[src/hdl/dcache_defs.svh]
`ifndef DCACHE_DEFS_SVH
`define DCACHE_DEFS_SVH

// Address split for a 32-bit byte address
`define DCACHE_TAG_W   26
`define DCACHE_IDX_W   3
`define DCACHE_OFF_W   1
`define DCACHE_BYTE_W  2

// Cache geometry
`define DCACHE_SETS    8
`define DCACHE_WAYS    2
`define DCACHE_WORDS   2

// Machine word
`define DCACHE_WORD_W  32

`endif
[src/hdl/mem_bus_pkg.sv]
`include "dcache_defs.svh"

package mem_bus_pkg;

    typedef logic [`DCACHE_WORD_W-1:0] word_t;

    // Controller states
    typedef enum logic [3:0] {
        idle,
        wb0,
        wb1,
        fill0,
        fill1,
        flush_scan,
        flush0,
        flush1,
        halted
    } ctrl_state_t;

endpackage

[src/hdl/cache_geom_pkg.sv]
`include "dcache_defs.svh"

package cache_geom_pkg;

    // Byte address as seen by the cache
    typedef struct packed {
        logic [`DCACHE_TAG_W-1:0]  tag;
        logic [`DCACHE_IDX_W-1:0]  idx;
        logic [`DCACHE_OFF_W-1:0]  blkoff;
        logic [`DCACHE_BYTE_W-1:0] bytoff;
    } addr_t;

    // Tag array payload for one frame
    typedef struct packed {
        logic                     valid;
        logic                     dirty;
        logic [`DCACHE_TAG_W-1:0] tag;
    } entry_t;

    // Data array payload with word 0 in the low half
    typedef logic [`DCACHE_WORDS-1:0][`DCACHE_WORD_W-1:0] block_t;

endpackage

[src/hdl/dcache_top.sv]
`include "dcache_defs.svh"

module dcache_top (
    input  logic               CLK,
    input  logic               nRST,
    input  logic               dmemREN,
    input  logic               dmemWEN,
    input  logic               datomic,
    input  logic               halt,
    input  mem_bus_pkg::word_t dmemaddr,
    input  mem_bus_pkg::word_t dmemstore,
    output logic               dhit,
    output mem_bus_pkg::word_t dmemload,
    output logic               flushed,
    output logic               dREN,
    output logic               dWEN,
    output mem_bus_pkg::word_t daddr,
    output mem_bus_pkg::word_t dstore,
    input  mem_bus_pkg::word_t dload,
    input  logic               dwait
);

    logic [`DCACHE_IDX_W-1:0] arr_idx;
    logic                     tag_wen_l, tag_wen_r, data_wen_l, data_wen_r;
    cache_geom_pkg::entry_t   new_entry, tag_l, tag_r;
    cache_geom_pkg::block_t   new_block, data_l, data_r, hit_block, merged;
    logic                     hit, hit_way, victim_way, victim_dirty, lru, link_ok;
    logic [`DCACHE_TAG_W-1:0] victim_tag;

    way_array #(.payload_t(cache_geom_pkg::entry_t)) tag_l_i (
        .CLK(CLK), .nRST(nRST), .idx(arr_idx), .wen(tag_wen_l), .wdata(new_entry), .rdata(tag_l)
    );
    way_array #(.payload_t(cache_geom_pkg::entry_t)) tag_r_i (
        .CLK(CLK), .nRST(nRST), .idx(arr_idx), .wen(tag_wen_r), .wdata(new_entry), .rdata(tag_r)
    );
    way_array #(.payload_t(cache_geom_pkg::block_t)) data_l_i (
        .CLK(CLK), .nRST(nRST), .idx(arr_idx), .wen(data_wen_l), .wdata(new_block),
        .rdata(data_l)
    );
    way_array #(.payload_t(cache_geom_pkg::block_t)) data_r_i (
        .CLK(CLK), .nRST(nRST), .idx(arr_idx), .wen(data_wen_r), .wdata(new_block),
        .rdata(data_r)
    );

    dcache_lookup lookup_i (
        .addr(cache_geom_pkg::addr_t'(dmemaddr)), .entry_l(tag_l), .entry_r(tag_r), .lru(lru),
        .hit(hit), .hit_way(hit_way), .victim_way(victim_way), .victim_dirty(victim_dirty),
        .victim_tag(victim_tag)
    );

    dcache_ctrl ctrl_i (
        .CLK(CLK), .nRST(nRST), .dmemREN(dmemREN), .dmemWEN(dmemWEN), .datomic(datomic),
        .halt(halt), .addr(cache_geom_pkg::addr_t'(dmemaddr)), .hit(hit), .hit_way(hit_way),
        .victim_way(victim_way), .victim_dirty(victim_dirty), .victim_tag(victim_tag),
        .tag_l(tag_l), .tag_r(tag_r), .data_l(data_l), .data_r(data_r), .merged(merged),
        .dload(dload), .dwait(dwait), .dhit(dhit), .flushed(flushed), .dREN(dREN),
        .dWEN(dWEN), .daddr(daddr), .dstore(dstore), .link_ok(link_ok), .hit_block(hit_block),
        .arr_idx(arr_idx), .tag_wen_l(tag_wen_l), .tag_wen_r(tag_wen_r),
        .new_entry(new_entry), .data_wen_l(data_wen_l), .data_wen_r(data_wen_r),
        .new_block(new_block), .lru_out(lru)
    );

    dcache_response response_i (
        .addr(cache_geom_pkg::addr_t'(dmemaddr)), .block(hit_block), .dmemstore(dmemstore),
        .datomic(datomic), .dmemWEN(dmemWEN), .link_ok(link_ok), .dmemload(dmemload),
        .merged(merged)
    );

endmodule

[src/hdl/dcache_response.sv]
module dcache_response (
    input  cache_geom_pkg::addr_t  addr,
    input  cache_geom_pkg::block_t block,
    input  mem_bus_pkg::word_t     dmemstore,
    input  logic                   datomic,
    input  logic                   dmemWEN,
    input  logic                   link_ok,
    output mem_bus_pkg::word_t     dmemload,
    output cache_geom_pkg::block_t merged
);

    mem_bus_pkg::word_t load_word;

    assign load_word = block[addr.blkoff];

    // SC reports its outcome instead of data
    always_comb begin
        if (dmemWEN && datomic) begin
            dmemload = {31'b0, link_ok};
        end else begin
            dmemload = load_word;
        end
    end

    // Store word lands in the addressed half
    always_comb begin
        merged               = block;
        merged[addr.blkoff]  = dmemstore;
    end

endmodule

[src/hdl/dcache_ctrl.sv]
`include "dcache_defs.svh"

module dcache_ctrl (
    input  logic                     CLK,
    input  logic                     nRST,
    input  logic                     dmemREN,
    input  logic                     dmemWEN,
    input  logic                     datomic,
    input  logic                     halt,
    input  cache_geom_pkg::addr_t    addr,
    input  logic                     hit,
    input  logic                     hit_way,
    input  logic                     victim_way,
    input  logic                     victim_dirty,
    input  logic [`DCACHE_TAG_W-1:0] victim_tag,
    input  cache_geom_pkg::entry_t   tag_l,
    input  cache_geom_pkg::entry_t   tag_r,
    input  cache_geom_pkg::block_t   data_l,
    input  cache_geom_pkg::block_t   data_r,
    input  cache_geom_pkg::block_t   merged,
    input  mem_bus_pkg::word_t       dload,
    input  logic                     dwait,
    output logic                     dhit,
    output logic                     flushed,
    output logic                     dREN,
    output logic                     dWEN,
    output mem_bus_pkg::word_t       daddr,
    output mem_bus_pkg::word_t       dstore,
    output logic                     link_ok,
    output cache_geom_pkg::block_t   hit_block,
    output logic [`DCACHE_IDX_W-1:0] arr_idx,
    output logic                     tag_wen_l,
    output logic                     tag_wen_r,
    output cache_geom_pkg::entry_t   new_entry,
    output logic                     data_wen_l,
    output logic                     data_wen_r,
    output cache_geom_pkg::block_t   new_block,
    output logic                     lru_out
);

    localparam int FRAMES = `DCACHE_SETS * `DCACHE_WAYS;

    mem_bus_pkg::ctrl_state_t state, next_state;

    logic [$clog2(FRAMES):0]  frame_cnt, next_cnt;
    logic [`DCACHE_SETS-1:0]  lru_bits, next_lru;
    cache_geom_pkg::addr_t    link_addr;
    logic                     link_valid, next_link_valid;
    logic                     halt_q;

    logic                     sc_fail;
    logic                     store_hit;
    logic                     tag_we, data_we, we_way;
    logic [`DCACHE_IDX_W-1:0] scan_idx;
    logic                     scan_way;
    cache_geom_pkg::entry_t   scan_entry;
    cache_geom_pkg::block_t   scan_block;
    cache_geom_pkg::block_t   victim_block;

    assign link_ok   = link_valid && (link_addr == addr);
    assign sc_fail   = dmemWEN && datomic && !link_ok;
    assign store_hit = dmemWEN && !sc_fail && hit;
    assign lru_out   = lru_bits[addr.idx];

    assign hit_block    = hit_way ? data_r : data_l;
    assign victim_block = victim_way ? data_r : data_l;

    // Flush walks left way first, then right
    assign scan_idx   = frame_cnt[`DCACHE_IDX_W-1:0];
    assign scan_way   = frame_cnt[`DCACHE_IDX_W];
    assign scan_entry = scan_way ? tag_r : tag_l;
    assign scan_block = scan_way ? data_r : data_l;

    always_comb begin
        next_state = state;
        next_cnt   = frame_cnt;
        next_lru   = lru_bits;
        dhit       = 1'b0;
        flushed    = 1'b0;
        dREN       = 1'b0;
        dWEN       = 1'b0;
        daddr      = '0;
        dstore     = '0;
        arr_idx    = addr.idx;
        tag_we     = 1'b0;
        data_we    = 1'b0;
        we_way     = hit_way;
        new_entry  = '{valid: 1'b1, dirty: 1'b1, tag: addr.tag};
        new_block  = merged;

        unique case (state)
            mem_bus_pkg::idle: begin
                if (halt || halt_q) begin
                    next_state = mem_bus_pkg::flush_scan;
                end else if (sc_fail) begin
                    dhit = 1'b1; // Ack with no write
                end else if (dmemREN || dmemWEN) begin
                    if (hit) begin
                        dhit               = 1'b1;
                        next_lru[addr.idx] = ~hit_way;
                        tag_we             = store_hit;
                        data_we            = store_hit;
                    end else if (victim_dirty) begin
                        next_state = mem_bus_pkg::wb0;
                    end else begin
                        next_state = mem_bus_pkg::fill0;
                    end
                end
            end
            mem_bus_pkg::wb0, mem_bus_pkg::wb1: begin
                dWEN = 1'b1;
                if (state == mem_bus_pkg::wb0) begin
                    daddr  = {victim_tag, addr.idx, 1'b0, 2'b00};
                    dstore = victim_block[0];
                    if (!dwait) next_state = mem_bus_pkg::wb1;
                end else begin
                    daddr  = {victim_tag, addr.idx, 1'b1, 2'b00};
                    dstore = victim_block[1];
                    if (!dwait) next_state = mem_bus_pkg::fill0;
                end
            end
            mem_bus_pkg::fill0: begin
                dREN         = 1'b1;
                daddr        = {addr.tag, addr.idx, 1'b0, 2'b00};
                we_way       = victim_way;
                new_block    = victim_block;
                new_block[0] = dload;
                new_entry    = '{valid: 1'b0, dirty: 1'b0, tag: addr.tag}; // Frame in transit
                if (!dwait) begin
                    tag_we     = 1'b1;
                    data_we    = 1'b1;
                    next_state = mem_bus_pkg::fill1;
                end
            end
            mem_bus_pkg::fill1: begin
                dREN         = 1'b1;
                daddr        = {addr.tag, addr.idx, 1'b1, 2'b00};
                we_way       = victim_way;
                new_block    = victim_block;
                new_block[1] = dload;
                new_entry    = '{valid: 1'b1, dirty: 1'b0, tag: addr.tag};
                if (!dwait) begin
                    tag_we     = 1'b1;
                    data_we    = 1'b1;
                    next_state = mem_bus_pkg::idle; // Replay hits
                end
            end
            mem_bus_pkg::flush_scan: begin
                arr_idx = scan_idx;
                if (frame_cnt == FRAMES) begin
                    next_state = mem_bus_pkg::halted;
                end else if (scan_entry.valid && scan_entry.dirty) begin
                    next_state = mem_bus_pkg::flush0;
                end else begin
                    next_cnt = frame_cnt + 1'b1;
                end
            end
            mem_bus_pkg::flush0: begin
                arr_idx = scan_idx;
                dWEN    = 1'b1;
                daddr   = {scan_entry.tag, scan_idx, 1'b0, 2'b00};
                dstore  = scan_block[0];
                if (!dwait) next_state = mem_bus_pkg::flush1;
            end
            mem_bus_pkg::flush1: begin
                arr_idx   = scan_idx;
                dWEN      = 1'b1;
                daddr     = {scan_entry.tag, scan_idx, 1'b1, 2'b00};
                dstore    = scan_block[1];
                we_way    = scan_way;
                new_entry = '{valid: 1'b1, dirty: 1'b0, tag: scan_entry.tag};
                if (!dwait) begin
                    tag_we     = 1'b1; // Frame now clean
                    next_cnt   = frame_cnt + 1'b1;
                    next_state = mem_bus_pkg::flush_scan;
                end
            end
            mem_bus_pkg::halted: begin
                flushed = 1'b1;
            end
            default: next_state = mem_bus_pkg::idle;
        endcase
    end

    assign tag_wen_l  = tag_we && !we_way;
    assign tag_wen_r  = tag_we && we_way;
    assign data_wen_l = data_we && !we_way;
    assign data_wen_r = data_we && we_way;

    // LL arms the link and a completed store to that address disarms it
    always_comb begin
        next_link_valid = link_valid;
        if (dhit && dmemREN && datomic) begin
            next_link_valid = 1'b1;
        end else if (dhit && dmemWEN && link_ok) begin
            next_link_valid = 1'b0;
        end
    end

    always_ff @(posedge CLK, negedge nRST) begin
        if (!nRST) begin
            state      <= mem_bus_pkg::idle;
            frame_cnt  <= '0;
            lru_bits   <= '0;
            link_addr  <= '0;
            link_valid <= 1'b0;
            halt_q     <= 1'b0;
        end else begin
            state      <= next_state;
            frame_cnt  <= next_cnt;
            lru_bits   <= next_lru;
            link_valid <= next_link_valid;
            halt_q     <= halt_q || halt;
            if (dhit && dmemREN && datomic) link_addr <= addr;
        end
    end

endmodule

[src/hdl/dcache_lookup.sv]
`include "dcache_defs.svh"

module dcache_lookup (
    input  cache_geom_pkg::addr_t    addr,
    input  cache_geom_pkg::entry_t   entry_l,
    input  cache_geom_pkg::entry_t   entry_r,
    input  logic                     lru,
    output logic                     hit,
    output logic                     hit_way,
    output logic                     victim_way,
    output logic                     victim_dirty,
    output logic [`DCACHE_TAG_W-1:0] victim_tag
);

    logic                   hit_l;
    logic                   hit_r;
    cache_geom_pkg::entry_t victim;

    // Tag compare qualified by valid
    assign hit_l = entry_l.valid && (entry_l.tag == addr.tag);
    assign hit_r = entry_r.valid && (entry_r.tag == addr.tag);

    assign hit     = hit_l || hit_r;
    assign hit_way = hit_r; // 0 left, 1 right

    // LRU bit names the way to replace
    assign victim_way = lru;
    assign victim     = lru ? entry_r : entry_l;

    // Only a valid dirty frame needs a write-back
    assign victim_dirty = victim.valid && victim.dirty;
    assign victim_tag   = victim.tag;

endmodule

[src/hdl/way_array.sv]
`include "dcache_defs.svh"

module way_array #(
    parameter type payload_t = logic
) (
    input  logic                     CLK,
    input  logic                     nRST,
    input  logic [`DCACHE_IDX_W-1:0] idx,
    input  logic                     wen,
    input  payload_t                 wdata,
    output payload_t                 rdata
);

    payload_t mem [`DCACHE_SETS];

    // Asynchronous read of the indexed set
    assign rdata = mem[idx];

    always_ff @(posedge CLK, negedge nRST) begin
        if (!nRST) begin
            for (int i = 0; i < `DCACHE_SETS; i++) begin
                mem[i] <= '0; // All frames invalid
            end
        end else if (wen) begin
            mem[idx] <= wdata;
        end
    end

endmodule

[config.mk]
export PLATFORM = sky130hd
export DESIGN_NAME = dcache_top
export DESIGN_NICKNAME = d
export VERILOG_FILES = /design/src/hdl/mem_bus_pkg.sv /design/src/hdl/cache_geom_pkg.sv /design/src/hdl/dcache_top.sv /design/src/hdl/dcache_response.sv /design/src/hdl/dcache_ctrl.sv /design/src/hdl/dcache_lookup.sv /design/src/hdl/way_array.sv
export VERILOG_INCLUDE_DIRS = /design/src /design/src/hdl
export SDC_FILE = /design/constraint.sdc
export NUM_CORES = 2
export LEC_CHECK = 0
export CELL_PAD_IN_SITES_DETAIL_PLACEMENT = 1
export CELL_PAD_IN_SITES_GLOBAL_PLACEMENT = 1
export CORE_AREA = 2 2 591 299
export CTS_CLUSTER_DIAMETER = 120
export DETAILED_ROUTE_END_ITERATION = 16
export DIE_AREA = 0 0 593 301
export DONT_BUFFER_PORTS = 1
export PLACE_DENSITY_LB_ADDON = 0.2
export SETUP_SLACK_MARGIN = 0.2
export SLEW_MARGIN = 20
export SYNTH_ARGS = -nofsm -noshare
export SYNTH_HDL_FRONTEND = slang
export SYNTH_HIERARCHICAL = 1
export SYNTH_SLANG_ARGS = --single-unit
[constraint.sdc]
create_clock -name CLK -period 17.28 [get_ports CLK]
set_input_delay 4.32 -clock CLK [delete_from_list [all_inputs] [get_ports CLK]]
set_output_delay 4.32 -clock CLK [all_outputs]
set_load 0.1 [all_outputs]
==> qor.yml <==
postCtsHoldBufs: 0
yosysUniqueCellTypes: 76
firstDrtPassIters: 5
cts-root-buf: "clkbuf_16"
crit_path_max_fanout: 60
final_nets: 5742
power_frac_seq_pct: 32.6
ios: 203
place.gp.congestion: 0.810
ys_ff_latch: 1523
antenna_found_initial: 11
worst_setup_path_end_kind: "output port"
vdd_drop_max_mv: 0.109
maxSlewHeadroom_pct: 21.1
clock_power_share_pct: 20.4
fp.dieArea_sq_um: 178000
vias: 51600
post-route-util_pct: 49.0
hold_class: "reg2reg"
hold_violations: 0
cts_resized: 0
critPathSlowestCell: "nor2_2"
yosys_warnings: 6
synth.top_cells.by_area: "dfrtp_1 49%, mux2_2 25%, mux2i_1 4.9%"
yosys.area.top_type: "dfrtp_1"
comb_power_share_pct: 47.0
synthTopCellsByCount: "1715 x mux2_2, 1523 x dfrtp_1, 376 x mux2i_1, 240 x a22oi_1, 167 x o211ai_1"
first_iter_violations: 4175
cts_sinks: 1523
crit_path_cell_trace: "inv_1, o21ai_4, buf_4, nor3b_4, buf_4, nand2_1, o211ai_1, xnor2_1, nand4_1, or4_4, nor2_4, buf_4, mux2_2, mux2i_1, nor2_2"
die_width_microns: 593
async_reset_ff_share_pct: 100
setup_viol: 0
port_buffers: 0
synth_edf_count: 0
clockBufferDepth: 4
synth_area_sq_um: 77500
swShare_pct: 43.6
powerDensity_nw_per_um2: 201
critPathBufInv: 4
criticalPathCategory: "in2out"
grtUsageTotal_pct: 28.9
ys_seq_area_share_pct: 49.2
skew_ns: 0.0529
synthesis.instances: 5820
p_int_mw: 9.62
fillerInstances: 16900
drc: 0
gr-total-overflow: 0
crit_family: "simple AND/OR/NAND/NOR gates"
post_cts_buffers: 0
grt_pass1_wl_mm: 384
cp_slowest_stage_delay_ns: 0.88
synthToLayoutAreaGrowth_pct: 9.28
ys.flop_type: "dfrtp_1"
drive_above_1_share_pct: 40.9
startpoint_type: "input port"
die_h_microns: 301
cts_buffers: 155
grt_max_degree: 230
tns_ns: 0
row_count: 108
switching_power_mw: 7.44
cp.arrival_ns: 9.90
rsz0062_at_grt: "false"
synth_top_cell_area_share_pct: 49.2
dp_hpwl_mm: 150
clock_latency_ns: 0.84
vias_per_cell: 6.40
drtAntennaViolNets: 0
clk_pin_slew_ns: 0.07
crit_top_cell: "buf_4"
wl_mm: 260
core_area_sq_um: 173000
htree_levels: 4
worstMarginPinSlew_ns: 1.18
fin_crit_ns: 14.22
start_util_pct: 44.9
cts_tree: "done"
p_leak_nw: 38.9
syn_area_per_cell_sq_um: 13.3
grt_pass1_vias: 56700
synth.most_common_cell: "mux2_2"
critPathRequiredTime_ns: 12.96
wire_per_inst_microns: 32.2
drv_cap: 0
drv_slew: 0
fin_crit_sh_pct: 82.3
holdWs_ns: 0.472
status: "completed"
p_total_mw: 17.1
fmax_ghz: 0.0703
## stage by stage
stage	instance area (sq um)	instances	setup WS [ns]
after floorplan	77500	5821	3.02
after global placement	79400	7786	3.12
after detailed placement	79500	7788	3.10
after CTS	84600	8057	3.10
after global routing	84700	8061	2.84
final	84700	8063	3.06
## metal layers
layer | part of all wire, % | track usage (%) | vias to the layer above
met3 | 5.7 | 5.25 | 495
met4 | 3.2 | 9.08 | 10
met1 | 43 | 38.4 | 28200
li1 | - | - | 21500
met5 | 0.026 | 0 | -
met2 | 48 | 48.0 | 1459
## final cells by class
type | instances | area, sq um | share of cell area (%)
inverter | 131 | 497 | 0.586
timing repair buffer | 121 | 1200 | 1.41
clock buffer | 222 | 4500 | 5.32
antenna | 4 | 10.0 | 0.0118
tap | 2310 | 2890 | 3.41
sequential | 1523 | 38100 | 45.0
clock inverter | 47 | 626 | 0.738
multi-input combinational | 3705 | 36900 | 43.5
## flip-flops by register name (all words and copies together), names as in the netlist
signal and flops:
ctrl_i/halt_q 1, tag_l_i/mem 224, ctrl_i/state 4, ctrl_i/frame_cnt 5
tag_r_i/mem 224, ctrl_i/lru_bits 8, data_r_i/mem 512, ctrl_i/link_valid 1
ctrl_i/link_addr 32, data_l_i/mem 512
## cell families (layout without fill, tap and decap cells)
| kind of cell | count (synthesis) | count (layout) | share of synthesized area [%] |
|---|---|---|---|
| xor+xnor | 88 | 88 | 0.994 |
| other cells | 1 | 6 | 0.00484 |
| flops | 1523 | 1523 | 49.2 |
| fa+ha+maj | 2 | 2 | 0.0323 |
| compound gates | 1004 | 1004 | 10.2 |
| simple gates | 349 | 349 | 2.50 |
| mux | 2260 | 2260 | 33.1 |
| buf+inv | 593 | 521 | 3.99 |
## final timing paths
kind,start,end,slack [ns],depth (start not counted)
worst max-delay path,dmemaddr[3],dmemload[8],3.06,15
worst min-delay path,ctrl_i/frame_cnt[4],ctrl_i/frame_cnt[4],0.47,1
worst max register to register,ctrl_i/state[0],data_r_i/mem[488],7.66,17
worst min register to register,ctrl_i/frame_cnt[4],ctrl_i/frame_cnt[4],0.47,1
max in group asynchronous,nRST,data_r_i/mem[482],9.19,9
min in group asynchronous,nRST,tag_l_i/mem[117],3.24,0
## layout by cell type (no fill, tap or decap), drive strengths merged, types with 14 or more instances in the layout
cell    Yosys  layout
dfrtp    1523    1523
nor2b      15      15
a21oi      52      52
a22o       22      22
mux2i     376     376
nand2      93      93
a22oi     240     240
a221oi     22      22
bufinv      0      14
a21boi     74      74
inv       131     133
mux4       36      36
o32a      111     111
xor2       30      30
a221o      81      81
nand4      16      16
mux2     1848    1848
clkinv      0      24
a211o     106     106
nor2      133     133
o22ai      33      33
nand3      27      27
o21ai      65      65
o211ai    167     167
xnor2      58      58
buf       296     121
clkbuf    166     222
## power by group through the flow
| stage | registers [mW] | clock network, mW | logic (mW) |
|---|---|---|---|
| 2_1_floorplan | 5.33 | 0 | 5.69 |
| 3_3_place_gp | 5.48 | 0 | 7.64 |
| 3_5_place_dp | 5.61 | 0 | 7.89 |
| 4_1_cts | 5.55 | 3.55 | 7.93 |
| 5_1_grt | 5.72 | 3.70 | 8.39 |
| 6_report | 5.57 | 3.48 | 8.01 |
Power figures use the tool's default switching activity.
